--- config.mk ---
export PLATFORM = sky130hd
export DESIGN_NAME = stq_disambig_top
export DESIGN_NICKNAME = d
export VERILOG_FILES = /design/src/hw/stq_pkg.sv /design/src/hw/stq_disambig_top.sv /design/src/hw/stq_lane_array.sv /design/src/hw/stq_addr_entry.sv /design/src/hw/stq_alloc.sv
export SDC_FILE = /design/constraint.sdc
export NUM_CORES = 2
export LEC_CHECK = 0
export BUFFER_PORTS_ARGS = -buffer_cell sky130_fd_sc_hd__buf_2
export CAP_MARGIN = 15
export CORE_ASPECT_RATIO = 0.7
export CORE_MARGIN = 3
export CORE_UTILIZATION = 50
export CTS_BUF_LIST = sky130_fd_sc_hd__clkbuf_16
export DETAILED_ROUTE_END_ITERATION = 7
export PLACE_DENSITY = 0.68
export SYNTH_ARGS = -nofsm -noshare
export SYNTH_HDL_FRONTEND = slang
export SYNTH_SLANG_ARGS = --single-unit
--- constraint.sdc ---
create_clock -name clk -period 10.2 [get_ports clk]
set_input_delay 1.02 -clock clk [delete_from_list [all_inputs] [get_ports clk]]
set_output_delay 1.02 -clock clk [all_outputs]
set_load 0.02 [all_outputs]
--- src/hw/stq_pkg.sv ---
//////////////////////////////
// Store queue disambiguation definitions.
// Queue geometry, the address decode union
// and the layout of the per-entry hit pairs.
//////////////////////////////
`default_nettype none

package stq_pkg;

  // Queue geometry.
  localparam int ENTRIES = 8;
  localparam int IDX_W = 3;
  localparam int CNT_W = IDX_W + 1; // Occupancy has to reach ENTRIES itself.

  // Number of load check ports.
  localparam int CHK_PORTS = 2;

  // Address split. The line tag sits above the bank select.
  localparam int ADDR_W = 36;
  localparam int BANK_W = 2;
  localparam int TAG_W = ADDR_W - BANK_W;

  // Byte mask width per line half.
  localparam int MASK_W = 4;

  // Bit positions inside each entry's two-bit hit pair.
  // An entry is free when it holds no store, upd once its data has
  // arrived, and passe once the store has committed. Hits are only
  // reported while the entry is live and not yet passe.
  localparam int HIT_EVEN = 0;
  localparam int HIT_ODD = 1;

  // One address word, seen either whole or as tag and bank.
  typedef union packed {
    logic [ADDR_W-1:0] raw;
    struct packed {
      logic [TAG_W-1:0] tag;
      logic [BANK_W-1:0] bank;
    } fields;
  } stq_addr_u;

endpackage

`default_nettype wire
--- src/hw/stq_disambig_top.sv ---
//////////////////////////////
// Store queue disambiguation top level.
// Ties the allocator, the address entries and
// the byte-lane array into one queue.
//////////////////////////////
`timescale 1ns/1ps
`default_nettype none

module stq_disambig_top import stq_pkg::*; (
  input  logic               clk,
  input  logic               rst,
  input  logic               st_en,
  input  logic [ADDR_W-1:0]  st_addr_even,
  input  logic [ADDR_W-1:0]  st_addr_odd,
  input  logic [MASK_W-1:0]  st_mask_even,
  input  logic [MASK_W-1:0]  st_mask_odd,
  input  logic               data_en,
  input  logic [IDX_W-1:0]   data_idx,
  input  logic               commit_en,
  input  logic               retire_en,
  input  logic               flush,
  input  logic               chk0_en,
  input  logic [ADDR_W-1:0]  chk0_addr_even,
  input  logic [ADDR_W-1:0]  chk0_addr_odd,
  input  logic [MASK_W-1:0]  chk0_mask_even,
  input  logic [MASK_W-1:0]  chk0_mask_odd,
  input  logic               chk1_en,
  input  logic [ADDR_W-1:0]  chk1_addr_even,
  input  logic [ADDR_W-1:0]  chk1_addr_odd,
  input  logic [MASK_W-1:0]  chk1_mask_even,
  input  logic [MASK_W-1:0]  chk1_mask_odd,
  output logic [IDX_W-1:0]   st_idx,
  output logic               full,
  output logic [ENTRIES-1:0] entry_free,
  output logic [ENTRIES-1:0] entry_upd,
  output logic [ENTRIES-1:0] entry_passe,
  output logic               chk0_valid,
  output logic [ENTRIES-1:0] chk0_match,
  output logic [ENTRIES-1:0] chk0_partial,
  output logic               chk1_valid,
  output logic [ENTRIES-1:0] chk1_match,
  output logic [ENTRIES-1:0] chk1_partial
);

  stq_addr_u st_even_u;
  stq_addr_u st_odd_u;
  stq_addr_u chk0_even_u;
  stq_addr_u chk0_odd_u;
  stq_addr_u chk1_even_u;
  stq_addr_u chk1_odd_u;

  logic [ENTRIES-1:0]   wr_onehot;
  logic [ENTRIES-1:0]   upd_onehot;
  logic [ENTRIES-1:0]   passe_onehot;
  logic [ENTRIES-1:0]   free_onehot;
  logic                 flush_go;
  logic [2*ENTRIES-1:0] chk0_hits;
  logic [2*ENTRIES-1:0] chk1_hits;

  assign st_even_u.raw = st_addr_even;
  assign st_odd_u.raw = st_addr_odd;
  assign chk0_even_u.raw = chk0_addr_even;
  assign chk0_odd_u.raw = chk0_addr_odd;
  assign chk1_even_u.raw = chk1_addr_even;
  assign chk1_odd_u.raw = chk1_addr_odd;

  stq_alloc u_alloc (
    .clk          (clk),
    .rst          (rst),
    .st_en        (st_en),
    .commit_en    (commit_en),
    .retire_en    (retire_en),
    .flush        (flush),
    .data_en      (data_en),
    .data_idx     (data_idx),
    .st_idx       (st_idx),
    .full         (full),
    .wr_onehot    (wr_onehot),
    .upd_onehot   (upd_onehot),
    .passe_onehot (passe_onehot),
    .free_onehot  (free_onehot),
    .flush_go     (flush_go)
  );

  for (genvar e = 0; e < ENTRIES; e++) begin : g_entry
    stq_addr_entry u_entry (
      .clk            (clk),
      .rst            (rst),
      .wr_en          (wr_onehot[e]),
      .wr_addr_even   (st_even_u),
      .wr_addr_odd    (st_odd_u),
      .upd_en         (upd_onehot[e]),
      .passe_en       (passe_onehot[e]),
      .free_en        (free_onehot[e]),
      .flush_go       (flush_go),
      .chk0_addr_even (chk0_even_u),
      .chk0_addr_odd  (chk0_odd_u),
      .chk1_addr_even (chk1_even_u),
      .chk1_addr_odd  (chk1_odd_u),
      .free           (entry_free[e]),
      .upd            (entry_upd[e]),
      .passe          (entry_passe[e]),
      .chk0_hit       (chk0_hits[2*e +: 2]),
      .chk1_hit       (chk1_hits[2*e +: 2])
    );
  end

  stq_lane_array u_lanes (
    .clk            (clk),
    .rst            (rst),
    .wr_onehot      (wr_onehot),
    .wr_bank_even   (st_even_u.fields.bank),
    .wr_bank_odd    (st_odd_u.fields.bank),
    .wr_mask_even   (st_mask_even),
    .wr_mask_odd    (st_mask_odd),
    .chk0_en        (chk0_en),
    .chk1_en        (chk1_en),
    .chk0_bank_even (chk0_even_u.fields.bank),
    .chk0_bank_odd  (chk0_odd_u.fields.bank),
    .chk1_bank_even (chk1_even_u.fields.bank),
    .chk1_bank_odd  (chk1_odd_u.fields.bank),
    .chk0_mask_even (chk0_mask_even),
    .chk0_mask_odd  (chk0_mask_odd),
    .chk1_mask_even (chk1_mask_even),
    .chk1_mask_odd  (chk1_mask_odd),
    .chk0_hits      (chk0_hits),
    .chk1_hits      (chk1_hits),
    .chk0_valid     (chk0_valid),
    .chk0_match     (chk0_match),
    .chk0_partial   (chk0_partial),
    .chk1_valid     (chk1_valid),
    .chk1_match     (chk1_match),
    .chk1_partial   (chk1_partial)
  );

endmodule

`default_nettype wire

--- src/hw/stq_lane_array.sv ---
//////////////////////////////
// Store queue byte-lane array.
// Keeps bank and byte masks per entry and resolves
// tag hits into match and partial vectors over a
// two-stage registered pipeline per check port.
//////////////////////////////
`timescale 1ns/1ps
`default_nettype none

module stq_lane_array import stq_pkg::*; (
  input  logic                 clk,
  input  logic                 rst,
  input  logic [ENTRIES-1:0]   wr_onehot,
  input  logic [BANK_W-1:0]    wr_bank_even,
  input  logic [BANK_W-1:0]    wr_bank_odd,
  input  logic [MASK_W-1:0]    wr_mask_even,
  input  logic [MASK_W-1:0]    wr_mask_odd,
  input  logic                 chk0_en,
  input  logic                 chk1_en,
  input  logic [BANK_W-1:0]    chk0_bank_even,
  input  logic [BANK_W-1:0]    chk0_bank_odd,
  input  logic [BANK_W-1:0]    chk1_bank_even,
  input  logic [BANK_W-1:0]    chk1_bank_odd,
  input  logic [MASK_W-1:0]    chk0_mask_even,
  input  logic [MASK_W-1:0]    chk0_mask_odd,
  input  logic [MASK_W-1:0]    chk1_mask_even,
  input  logic [MASK_W-1:0]    chk1_mask_odd,
  input  logic [2*ENTRIES-1:0] chk0_hits,
  input  logic [2*ENTRIES-1:0] chk1_hits,
  output logic                 chk0_valid,
  output logic [ENTRIES-1:0]   chk0_match,
  output logic [ENTRIES-1:0]   chk0_partial,
  output logic                 chk1_valid,
  output logic [ENTRIES-1:0]   chk1_match,
  output logic [ENTRIES-1:0]   chk1_partial
);

  // Store side lanes, one slot per queue entry.
  logic [ENTRIES-1:0][BANK_W-1:0] bank_even;
  logic [ENTRIES-1:0][BANK_W-1:0] bank_odd;
  logic [ENTRIES-1:0][MASK_W-1:0] mask_even;
  logic [ENTRIES-1:0][MASK_W-1:0] mask_odd;

  // Check ports gathered so both share one body of logic.
  logic [CHK_PORTS-1:0]                 en_in;
  logic [CHK_PORTS-1:0][2*ENTRIES-1:0]  hits_in;
  logic [CHK_PORTS-1:0][BANK_W-1:0]     bank_e_in;
  logic [CHK_PORTS-1:0][BANK_W-1:0]     bank_o_in;
  logic [CHK_PORTS-1:0][MASK_W-1:0]     mask_e_in;
  logic [CHK_PORTS-1:0][MASK_W-1:0]     mask_o_in;

  logic [CHK_PORTS-1:0]                 s1_en;
  logic [CHK_PORTS-1:0][2*ENTRIES-1:0]  s1_hits;
  logic [CHK_PORTS-1:0][BANK_W-1:0]     s1_bank_e;
  logic [CHK_PORTS-1:0][BANK_W-1:0]     s1_bank_o;
  logic [CHK_PORTS-1:0][MASK_W-1:0]     s1_mask_e;
  logic [CHK_PORTS-1:0][MASK_W-1:0]     s1_mask_o;

  logic [CHK_PORTS-1:0][ENTRIES-1:0]    match_c;
  logic [CHK_PORTS-1:0][ENTRIES-1:0]    partial_c;
  logic [CHK_PORTS-1:0]                 valid_q;
  logic [CHK_PORTS-1:0][ENTRIES-1:0]    match_q;
  logic [CHK_PORTS-1:0][ENTRIES-1:0]    partial_q;

  assign en_in = {chk1_en, chk0_en};
  assign hits_in = {chk1_hits, chk0_hits};
  assign bank_e_in = {chk1_bank_even, chk0_bank_even};
  assign bank_o_in = {chk1_bank_odd, chk0_bank_odd};
  assign mask_e_in = {chk1_mask_even, chk0_mask_even};
  assign mask_o_in = {chk1_mask_odd, chk0_mask_odd};

  always_ff @(posedge clk) begin
    for (int e = 0; e < ENTRIES; e++) begin
      if (wr_onehot[e]) begin
        bank_even[e] <= wr_bank_even;
        bank_odd[e] <= wr_bank_odd;
        mask_even[e] <= wr_mask_even;
        mask_odd[e] <= wr_mask_odd;
      end
    end
  end

  // Stage 1 captures the check as it stood in its enable cycle.
  always_ff @(posedge clk) begin
    s1_hits <= hits_in;
    s1_bank_e <= bank_e_in;
    s1_bank_o <= bank_o_in;
    s1_mask_e <= mask_e_in;
    s1_mask_o <= mask_o_in;
  end

  always_comb begin
    logic act_e, act_o;
    logic ovl_e, ovl_o;
    logic cov_e, cov_o;
    match_c = '0;
    partial_c = '0;
    for (int p = 0; p < CHK_PORTS; p++) begin
      for (int e = 0; e < ENTRIES; e++) begin
        act_e = |s1_mask_e[p];
        act_o = |s1_mask_o[p];
        ovl_e = act_e && s1_hits[p][2*e+HIT_EVEN] && (s1_bank_e[p] == bank_even[e]) &&
                |(s1_mask_e[p] & mask_even[e]);
        ovl_o = act_o && s1_hits[p][2*e+HIT_ODD] && (s1_bank_o[p] == bank_odd[e]) &&
                |(s1_mask_o[p] & mask_odd[e]);
        cov_e = ovl_e && ((s1_mask_e[p] & ~mask_even[e]) == '0);
        cov_o = ovl_o && ((s1_mask_o[p] & ~mask_odd[e]) == '0);
        match_c[p][e] = (ovl_e || ovl_o) && (!act_e || cov_e) && (!act_o || cov_o);
        partial_c[p][e] = (ovl_e || ovl_o) && !match_c[p][e];
      end
    end
  end

  // Stage 2 result registers.
  always_ff @(posedge clk) begin
    match_q <= match_c;
    partial_q <= partial_c;
  end

  always_ff @(posedge clk) begin
    if (rst) begin
      s1_en <= '0;
      valid_q <= '0;
    end else begin
      s1_en <= en_in;
      valid_q <= s1_en;
    end
  end

  assign chk0_valid = valid_q[0];
  assign chk0_match = match_q[0];
  assign chk0_partial = partial_q[0];
  assign chk1_valid = valid_q[1];
  assign chk1_match = match_q[1];
  assign chk1_partial = partial_q[1];

endmodule

`default_nettype wire

--- src/hw/stq_addr_entry.sv ---
//////////////////////////////
// Store queue address entry.
// Holds the even and odd line tags and the entry
// state, and compares both check ports against them.
//////////////////////////////
`timescale 1ns/1ps
`default_nettype none

module stq_addr_entry import stq_pkg::*; (
  input  logic      clk,
  input  logic      rst,
  input  logic      wr_en,
  input  stq_addr_u wr_addr_even,
  input  stq_addr_u wr_addr_odd,
  input  logic      upd_en,
  input  logic      passe_en,
  input  logic      free_en,
  input  logic      flush_go,
  input  stq_addr_u chk0_addr_even,
  input  stq_addr_u chk0_addr_odd,
  input  stq_addr_u chk1_addr_even,
  input  stq_addr_u chk1_addr_odd,
  output logic      free,
  output logic      upd,
  output logic      passe,
  output logic [1:0] chk0_hit,
  output logic [1:0] chk1_hit
);

  logic [TAG_W-1:0] tag_even;
  logic [TAG_W-1:0] tag_odd;
  logic             live;

  // Committed stores no longer take part in disambiguation.
  assign live = !free && !passe;

  assign chk0_hit[HIT_EVEN] = live && (chk0_addr_even.fields.tag == tag_even);
  assign chk0_hit[HIT_ODD] = live && (chk0_addr_odd.fields.tag == tag_odd);
  assign chk1_hit[HIT_EVEN] = live && (chk1_addr_even.fields.tag == tag_even);
  assign chk1_hit[HIT_ODD] = live && (chk1_addr_odd.fields.tag == tag_odd);

  always_ff @(posedge clk) begin
    if (wr_en) begin
      tag_even <= wr_addr_even.fields.tag;
      tag_odd <= wr_addr_odd.fields.tag;
    end
  end

  always_ff @(posedge clk) begin
    if (rst) begin
      free <= 1'b1;
      upd <= 1'b0;
      passe <= 1'b0;
    end else begin
      if (wr_en) begin
        free <= 1'b0;
        upd <= 1'b0;
        passe <= 1'b0;
      end
      if (upd_en) begin
        upd <= 1'b1;
      end
      if (passe_en) begin
        passe <= 1'b1;
        upd <= 1'b0;
      end
      if (free_en) begin // Retire of the head entry.
        free <= 1'b1;
        upd <= 1'b0;
        passe <= 1'b0;
      end
      // A commit in the flush cycle keeps its store.
      if (flush_go && !passe && !passe_en) begin
        free <= 1'b1;
        upd <= 1'b0;
      end
    end
  end

endmodule

`default_nettype wire

--- src/hw/stq_alloc.sv ---
//////////////////////////////
// Store queue allocator.
// Keeps head, commit and tail pointers and turns
// allocate, commit, retire and flush into one-hot
// entry strobes and a full flag.
//////////////////////////////
`timescale 1ns/1ps
`default_nettype none

module stq_alloc import stq_pkg::*; (
  input  logic               clk,
  input  logic               rst,
  input  logic               st_en,
  input  logic               commit_en,
  input  logic               retire_en,
  input  logic               flush,
  input  logic               data_en,
  input  logic [IDX_W-1:0]   data_idx,
  output logic [IDX_W-1:0]   st_idx,
  output logic               full,
  output logic [ENTRIES-1:0] wr_onehot,
  output logic [ENTRIES-1:0] upd_onehot,
  output logic [ENTRIES-1:0] passe_onehot,
  output logic [ENTRIES-1:0] free_onehot,
  output logic               flush_go
);

  logic [IDX_W-1:0] head;
  logic [IDX_W-1:0] cmt;
  logic [IDX_W-1:0] tail;
  logic [CNT_W-1:0] count;  // Entries holding a store.
  logic [CNT_W-1:0] ccount; // Entries committed but not yet retired.

  logic             do_alloc;
  logic             do_commit;
  logic             do_retire;
  logic [IDX_W-1:0] cmt_next;
  logic [CNT_W-1:0] ccount_next;

  function automatic logic [ENTRIES-1:0] onehot(input logic [IDX_W-1:0] idx);
    logic [ENTRIES-1:0] vec;
    vec = '0;
    vec[idx] = 1'b1;
    return vec;
  endfunction

  assign full = (count == CNT_W'(ENTRIES));
  assign st_idx = tail;

  assign do_alloc = st_en && !full && !flush; // Flush wins over a store.
  assign do_commit = commit_en && (ccount < count);
  assign do_retire = retire_en && (ccount != '0);

  assign cmt_next = cmt + IDX_W'(do_commit);
  assign ccount_next = ccount + CNT_W'(do_commit) - CNT_W'(do_retire);

  assign wr_onehot = do_alloc ? onehot(tail) : '0;
  assign upd_onehot = data_en ? onehot(data_idx) : '0;
  assign passe_onehot = do_commit ? onehot(cmt) : '0;
  assign free_onehot = do_retire ? onehot(head) : '0;
  assign flush_go = flush;

  always_ff @(posedge clk) begin
    if (rst) begin
      head <= '0;
      cmt <= '0;
      tail <= '0;
      count <= '0;
      ccount <= '0;
    end else begin
      head <= head + IDX_W'(do_retire);
      cmt <= cmt_next;
      ccount <= ccount_next;
      if (flush) begin
        tail <= cmt_next; // Only committed stores stay in the queue.
        count <= ccount_next;
      end else begin
        tail <= tail + IDX_W'(do_alloc);
        count <= count + CNT_W'(do_alloc) - CNT_W'(do_retire);
      end
    end
  end

endmodule

`default_nettype wire

# After elaboration in Yosys (flattened, before gate mapping)

Cells that the tools add are included.

Register bits after elaboration: 773
Logic and storage cells: 735

Add/sub/neg operators: 7
Eq/ne operators: 65
Reductions and logical operators: 443
Mux-type cells: 38
$lt $le $gt $ge: 9
Bitwise operators: 80

Operators by type and width:

| kind                                                                         | number |
|---|---|
| 34-bit == test                                                               | 32 |
| 4-bit bitwise AND                                                            | 64 |
| 1-bit logical AND                                                            | 240 |
| 4-bit OR reduction                                                           | 44 |
| 4-bit zero test                                                              | 32 |
| 2-bit == test                                                                | 32 |
| 4-bit NOT                                                                    | 16 |
| 1-bit logical OR                                                             | 48 |
| 1-bit zero test                                                              | 46 |
| 8-bit two-way mux                                                            | 4 |
| 2-bit nonzero test                                                           | 16 |
| 1-bit two-way mux                                                            | 28 |
| 3-bit OR reduction                                                           | 8 |
| 3-bit by 4-bit less-than comparator with 1-bit output, second input constant | 4 |
| 2-bit OR reduction                                                           | 8 |
| 1-bit demux with 3-bit select                                                | 4 |
| 3-bit by 1-bit >= comparator with 1-bit output, second input constant        | 4 |
| 3-bit by 1-bit adder with 3-bit output                                       | 3 |
| 4-bit by 1-bit adder with 4-bit output                                       | 2 |
| 4-bit by 1-bit subtractor with 4-bit output                                  | 2 |
| 4-bit == test, second input constant                                         | 1 |
| 4-bit less-than comparator                                                   | 1 |
| 4-bit two-way mux                                                            | 1 |
| 4-bit nonzero test                                                           | 1 |
| 3-bit two-way mux                                                            | 1 |

# Longest topological paths before layout

Depth in word-level cells: 10
Mapped depth: 12
Gate-level depth less buffers: 12

# Modules after synthesis

A second synthesis with hierarchy kept.

Cell total of the unflattened synthesis: 2948
Area, all modules: 38629.5 sq um

Modules (own cells, without submodules):

| module         | seq. area each (sq um) | times used | cells an instance | area an instance (sq um) |
|---|---|---|---|---|
| stq_addr_entry | 2102.0                 | 8          | 265               | 3653.5 |
| stq_lane_array | 4724.5                 | 1          | 665               | 8074.0 |
| stq_alloc      | 340.3                  | 1          | 163               | 1327.5 |

# Worst setup path before layout

OpenSTA, ideal clock, no wires.

Path kind: in2reg
Start: in st_en
End: reg g_entry[1].u_entry.tag_even[0], enable pin
Library setup time: 0.616 ns
Required time: 9.584 ns
Setup slack: 2.599 ns
Stages on the path: 4
Arrival: 6.985 ns
Path through: nor2b_1 > clkbuf_1 > nand3_1 > nor3_1

Cells in the longest elaborated chain, start to end: 3

RTL lines:

| element                            | line                   | text |
|---|---|---|
| start, declared                    | stq_disambig_top.sv:12 | `input logic st_en,` |
| 1-bit logical AND (2 in a row)     | stq_alloc.sv:50        | `assign do_alloc = st_en && !full && !flush;` |
| 8-bit two-way mux                  | stq_alloc.sv:57        | `assign wr_onehot = do_alloc ? onehot(tail) : '0;` |
| named net g_entry[1].u_entry.wr_en | stq_addr_entry.sv:12   | `input logic wr_en,` |
| end signal, assigned               | stq_addr_entry.sv:44   | `tag_even <= wr_addr_even.fields.tag;` |
| end, declared                      | stq_addr_entry.sv:30   | `logic [TAG_W-1:0] tag_even;` |

The timed path passes the listed nets, and every way through them passes these cells.
A chain may end at the register's enable or synchronous reset.

# Worst setup path in the final report

Start: in flush
End: reg g_entry[2].u_entry.tag_odd[11], enable pin

Cells in the longest elaborated chain, start to end: 3

RTL lines:

| element                            | line                   | text |
|---|---|---|
| start, declared                    | stq_disambig_top.sv:21 | `input logic flush,` |
| 1-bit zero test                    | stq_alloc.sv:50        |  |
| 1-bit logical AND                  | stq_alloc.sv:50        |  |
| 8-bit two-way mux                  | stq_alloc.sv:57        |  |
| named net g_entry[2].u_entry.wr_en | stq_addr_entry.sv:12   |  |
| end signal, assigned               | stq_addr_entry.sv:45   | `tag_odd <= wr_addr_odd.fields.tag;` |
| end, declared                      | stq_addr_entry.sv:31   | `logic [TAG_W-1:0] tag_odd;` |

The timed path passes the listed nets, and every way through them passes these cells.

==> results.sh <==
export IMPL_drt_iter0_drc=5069
export IMPL_preCtsSetupSlack_ps=5920
export IMPL_tightest_slew_ps=1400
export IMPL_cts_sinks=773
export IMPL_start_util=0.510
export IMPL_rsz0062_at_grt="false"
export IMPL_hold_viol=0
export IMPL_grt_pass1_vias=27081
export IMPL_yosys_area_top_type_share=0.486
export IMPL_io_pins=314
export IMPL_wl_per_cell_microns=38.0
export IMPL_grt_busiest_layer="met1"
export IMPL_synthAdderAreaFrac=0.00702
export IMPL_synthSimpleGateAreaFrac=0.109
export IMPL_finClkSkew_ps=32.5
export IMPL_critPathMaxStageDelay_ps=1010
export IMPL_synthTopCellsByCount="1030 x xor2_1, 640 x edfxtp_1, 254 x nor4_1"
export IMPL_status="finished clean"
export IMPL_insertion_delay_ps=650
export IMPL_met1_usage=0.593
export IMPL_muxShareOfSynthArea=0.000759
export IMPL_fp_dieH_microns=241
export IMPL_met3_usage=0.219
export IMPL_setup_tns_final_ps=0
export IMPL_gp_congestion=1.08
export IMPL_core_area_sq_um=77600
export IMPL_synth_most_common_cell="xor2_1"
export IMPL_clk_pin_slew_ps=60
export IMPL_fmaxAchievable_mhz=263
export IMPL_min_period_over_period=0.373
export IMPL_postRouteAntennaNets=0
export IMPL_finish_utilization=0.572
export IMPL_synth_top_family_by_area="XOR/XNOR gates"
export IMPL_grt_met2_usage=0.511
export IMPL_grt_pass1_wl_microns=226000
export IMPL_synth_top_area_cell="edfxtp_1"
export IMPL_post_route_min_period_ps=3800
export IMPL_nFillCells=6432
export IMPL_h_tree_depth=3
export IMPL_critPathLaunchType="input port"
export IMPL_dr_pass1_iters=6
export IMPL_final_nets=3623
export IMPL_grt_overflow=0
export IMPL_ctsResizeCount=0
export IMPL_vias=29016
export IMPL_syn_inst=3136
export IMPL_cts_setup_buffers=0
export IMPL_slew_viol_final=0
export IMPL_hp_class="flip-flop to flip-flop"
export IMPL_antenna_found_initial=15
export IMPL_num_rows=85
export IMPL_cts_made_buffers=79
export IMPL_area_growth_pct=12.2
export IMPL_port_buffers=313
export IMPL_grt_usage=0.402
export IMPL_tritoncts="built"
export IMPL_drc_errors=0
export IMPL_crit_chain="buf_2, nor2b_1, nand3b_2, nor2_4, buf_4"
export IMPL_drive_gt1_frac=0.143
export IMPL_synth_cell_types=69
export IMPL_cp_end_kind="flip-flop"
export IMPL_die_area_sq_um=82600
export IMPL_clockBufferDepth=3
export IMPL_slew_headroom=0.0552
export IMPL_postCtsHoldBufs=0
export IMPL_root_buffer="clkbuf_16"
export IMPL_yosysWarnings=0
export IMPL_synth_area_per_cell_sq_um=12.6
export IMPL_syn_area_sq_um=39600
export IMPL_dp_cells=4306
export IMPL_setup_worst_path_class="input port to flip-flop"
export IMPL_ys_ff_latch=773
export IMPL_synth_compound_area_frac=0.0493
export IMPL_syn_nets=3409
export IMPL_via_per_inst=6.50
export IMPL_ys_seq_area_frac=0.553
export IMPL_fin_cells=4463
export IMPL_synth_edf_count=640
export IMPL_synth_xor_area_frac=0.254
export IMPL_p_total_w=0.00792
export IMPL_critPathMaxFanout=51
export IMPL_setup_viol_count_final=0
export IMPL_place_hpwl_microns=126000
export IMPL_cp_arrival_ps=4060
export IMPL_fp_dieW_microns=342
export IMPL_async_flop_share=0
export IMPL_synth_main_ff_cell="edfxtp_1"
export IMPL_maxCapViolCount=0
export IMPL_synth_area_leaders="edfxtp_1 49%, xor2_1 23%, dfxtp_1 6.7%"
export IMPL_p_per_area_nw_per_um2=178
export IMPL_wirelength_microns=169000
export IMPL_grt_max_degree=61
export IMPL_leakage_nw=16.1
export IMPL_required_ps=10450
export IMPL_setup_slack_ps=6400
export IMPL_peakVddDrop_v=0.000141
export IMPL_crit_slowest_cell="nor2_4"
## path summary, 6_finish.rpt
| check | depth (start not counted) | end | slack (ps) | from |
|---|---|---|---|---|
| setup / recovery | 5 | g_entry[2].u_entry.tag_odd[11] | 6400 | flush |
| hold reg to reg | 1 | u_lanes.valid_q[0] | 440 | u_lanes.s1_en[0] |
| setup reg to reg | 6 | g_entry[2].u_entry.tag_odd[11] | 6580 | u_alloc.count[2] |
| hold / removal | 1 | u_lanes.valid_q[0] | 440 | u_lanes.s1_en[0] |
## metrics by stage
| step | hold WS, ps | cell area, sq um |
|---|---|---|
| 2_1_floorplan | 414 | 39600 |
| 3_3_place_gp | 416 | 41700 |
| 3_5_place_dp | 428 | 41700 |
| 4_1_cts | 442 | 44400 |
| 5_1_grt | 453 | 44400 |
| 6_report | 436 | 44400 |
## worst max-delay path, delay by kind of cell
| kind | cells | cell delay, ps |
|---|---|---|
| simple gates | 3 | 1880 |
| buf+inv | 2 | 1020 |
## routing by layer
layer | vias to the layer above | routed length (microns) | part of all wire
met3 | 295 | 31500 | 0.19
met4 | 8 | 4100 | 0.024
met1 | 14498 | 70400 | 0.42
met5 | - | 51 | 0.00030
li1 | 11727 | - | -
met2 | 2488 | 63400 | 0.37
## power breakdown
group / leakage, nW / switching (W) / total [W] / internal [W]
registers: 6.86 / 0.000151 / 0.00372 / 0.00357
logic: 7.86 / 0.000818 / 0.00117 / 0.000357
clock network: 1.38 / 0.00128 / 0.00303 / 0.00175
total: 16.1 / 0.00225 / 0.00792 / 0.00567
## final cells by class
cell class,count,area (sq um),area share
Sequential cell,773,21900,0.493
Clock buffer,81,2030,0.0456
Antenna cell,4,10.0,0.000225
Timing Repair Buffer,341,1760,0.0396
Tap cell,1044,1310,0.0294
Multi-Input combinational cell,2119,16700,0.375
Inverter,36,148,0.00333
Clock inverter,65,616,0.0139
## logic make-up after synthesis
family                   Yosys count
XOR/XNOR                        1149
flip-flops                       773
AND/OR/NAND/NOR                  701
AO/OA/AOI/OAI                    245
buffers and inverters            244
adder cells (fa/ha/maj)           21
multiplexers                       3
## flip-flops by register name, indices dropped and copies added, names as in the netlist, 16 cells and up
name,count
g_entry.u_entry.tag_even,272
g_entry.u_entry.tag_odd,272
u_lanes.mask_even,32
u_lanes.mask_odd,32
u_lanes.s1_hits,32
u_lanes.bank_even,16
u_lanes.bank_odd,16
## placed cells by master (no fill, tap or decap), drive strengths merged, types with 23 or more instances in the layout
master / count
a21oi: 34
a22oi: 56
buf: 341
clkbuf: 81
dfxtp: 133
edfxtp: 640
inv: 66
nand2: 26
nand2b: 46
nand3: 47
nand4: 71
nor2: 33
nor2b: 78
nor3: 71
nor4: 256
or2b: 23
xnor2: 119
xor2: 1030
No activity file was read; power rests on OpenSTA's default activity.
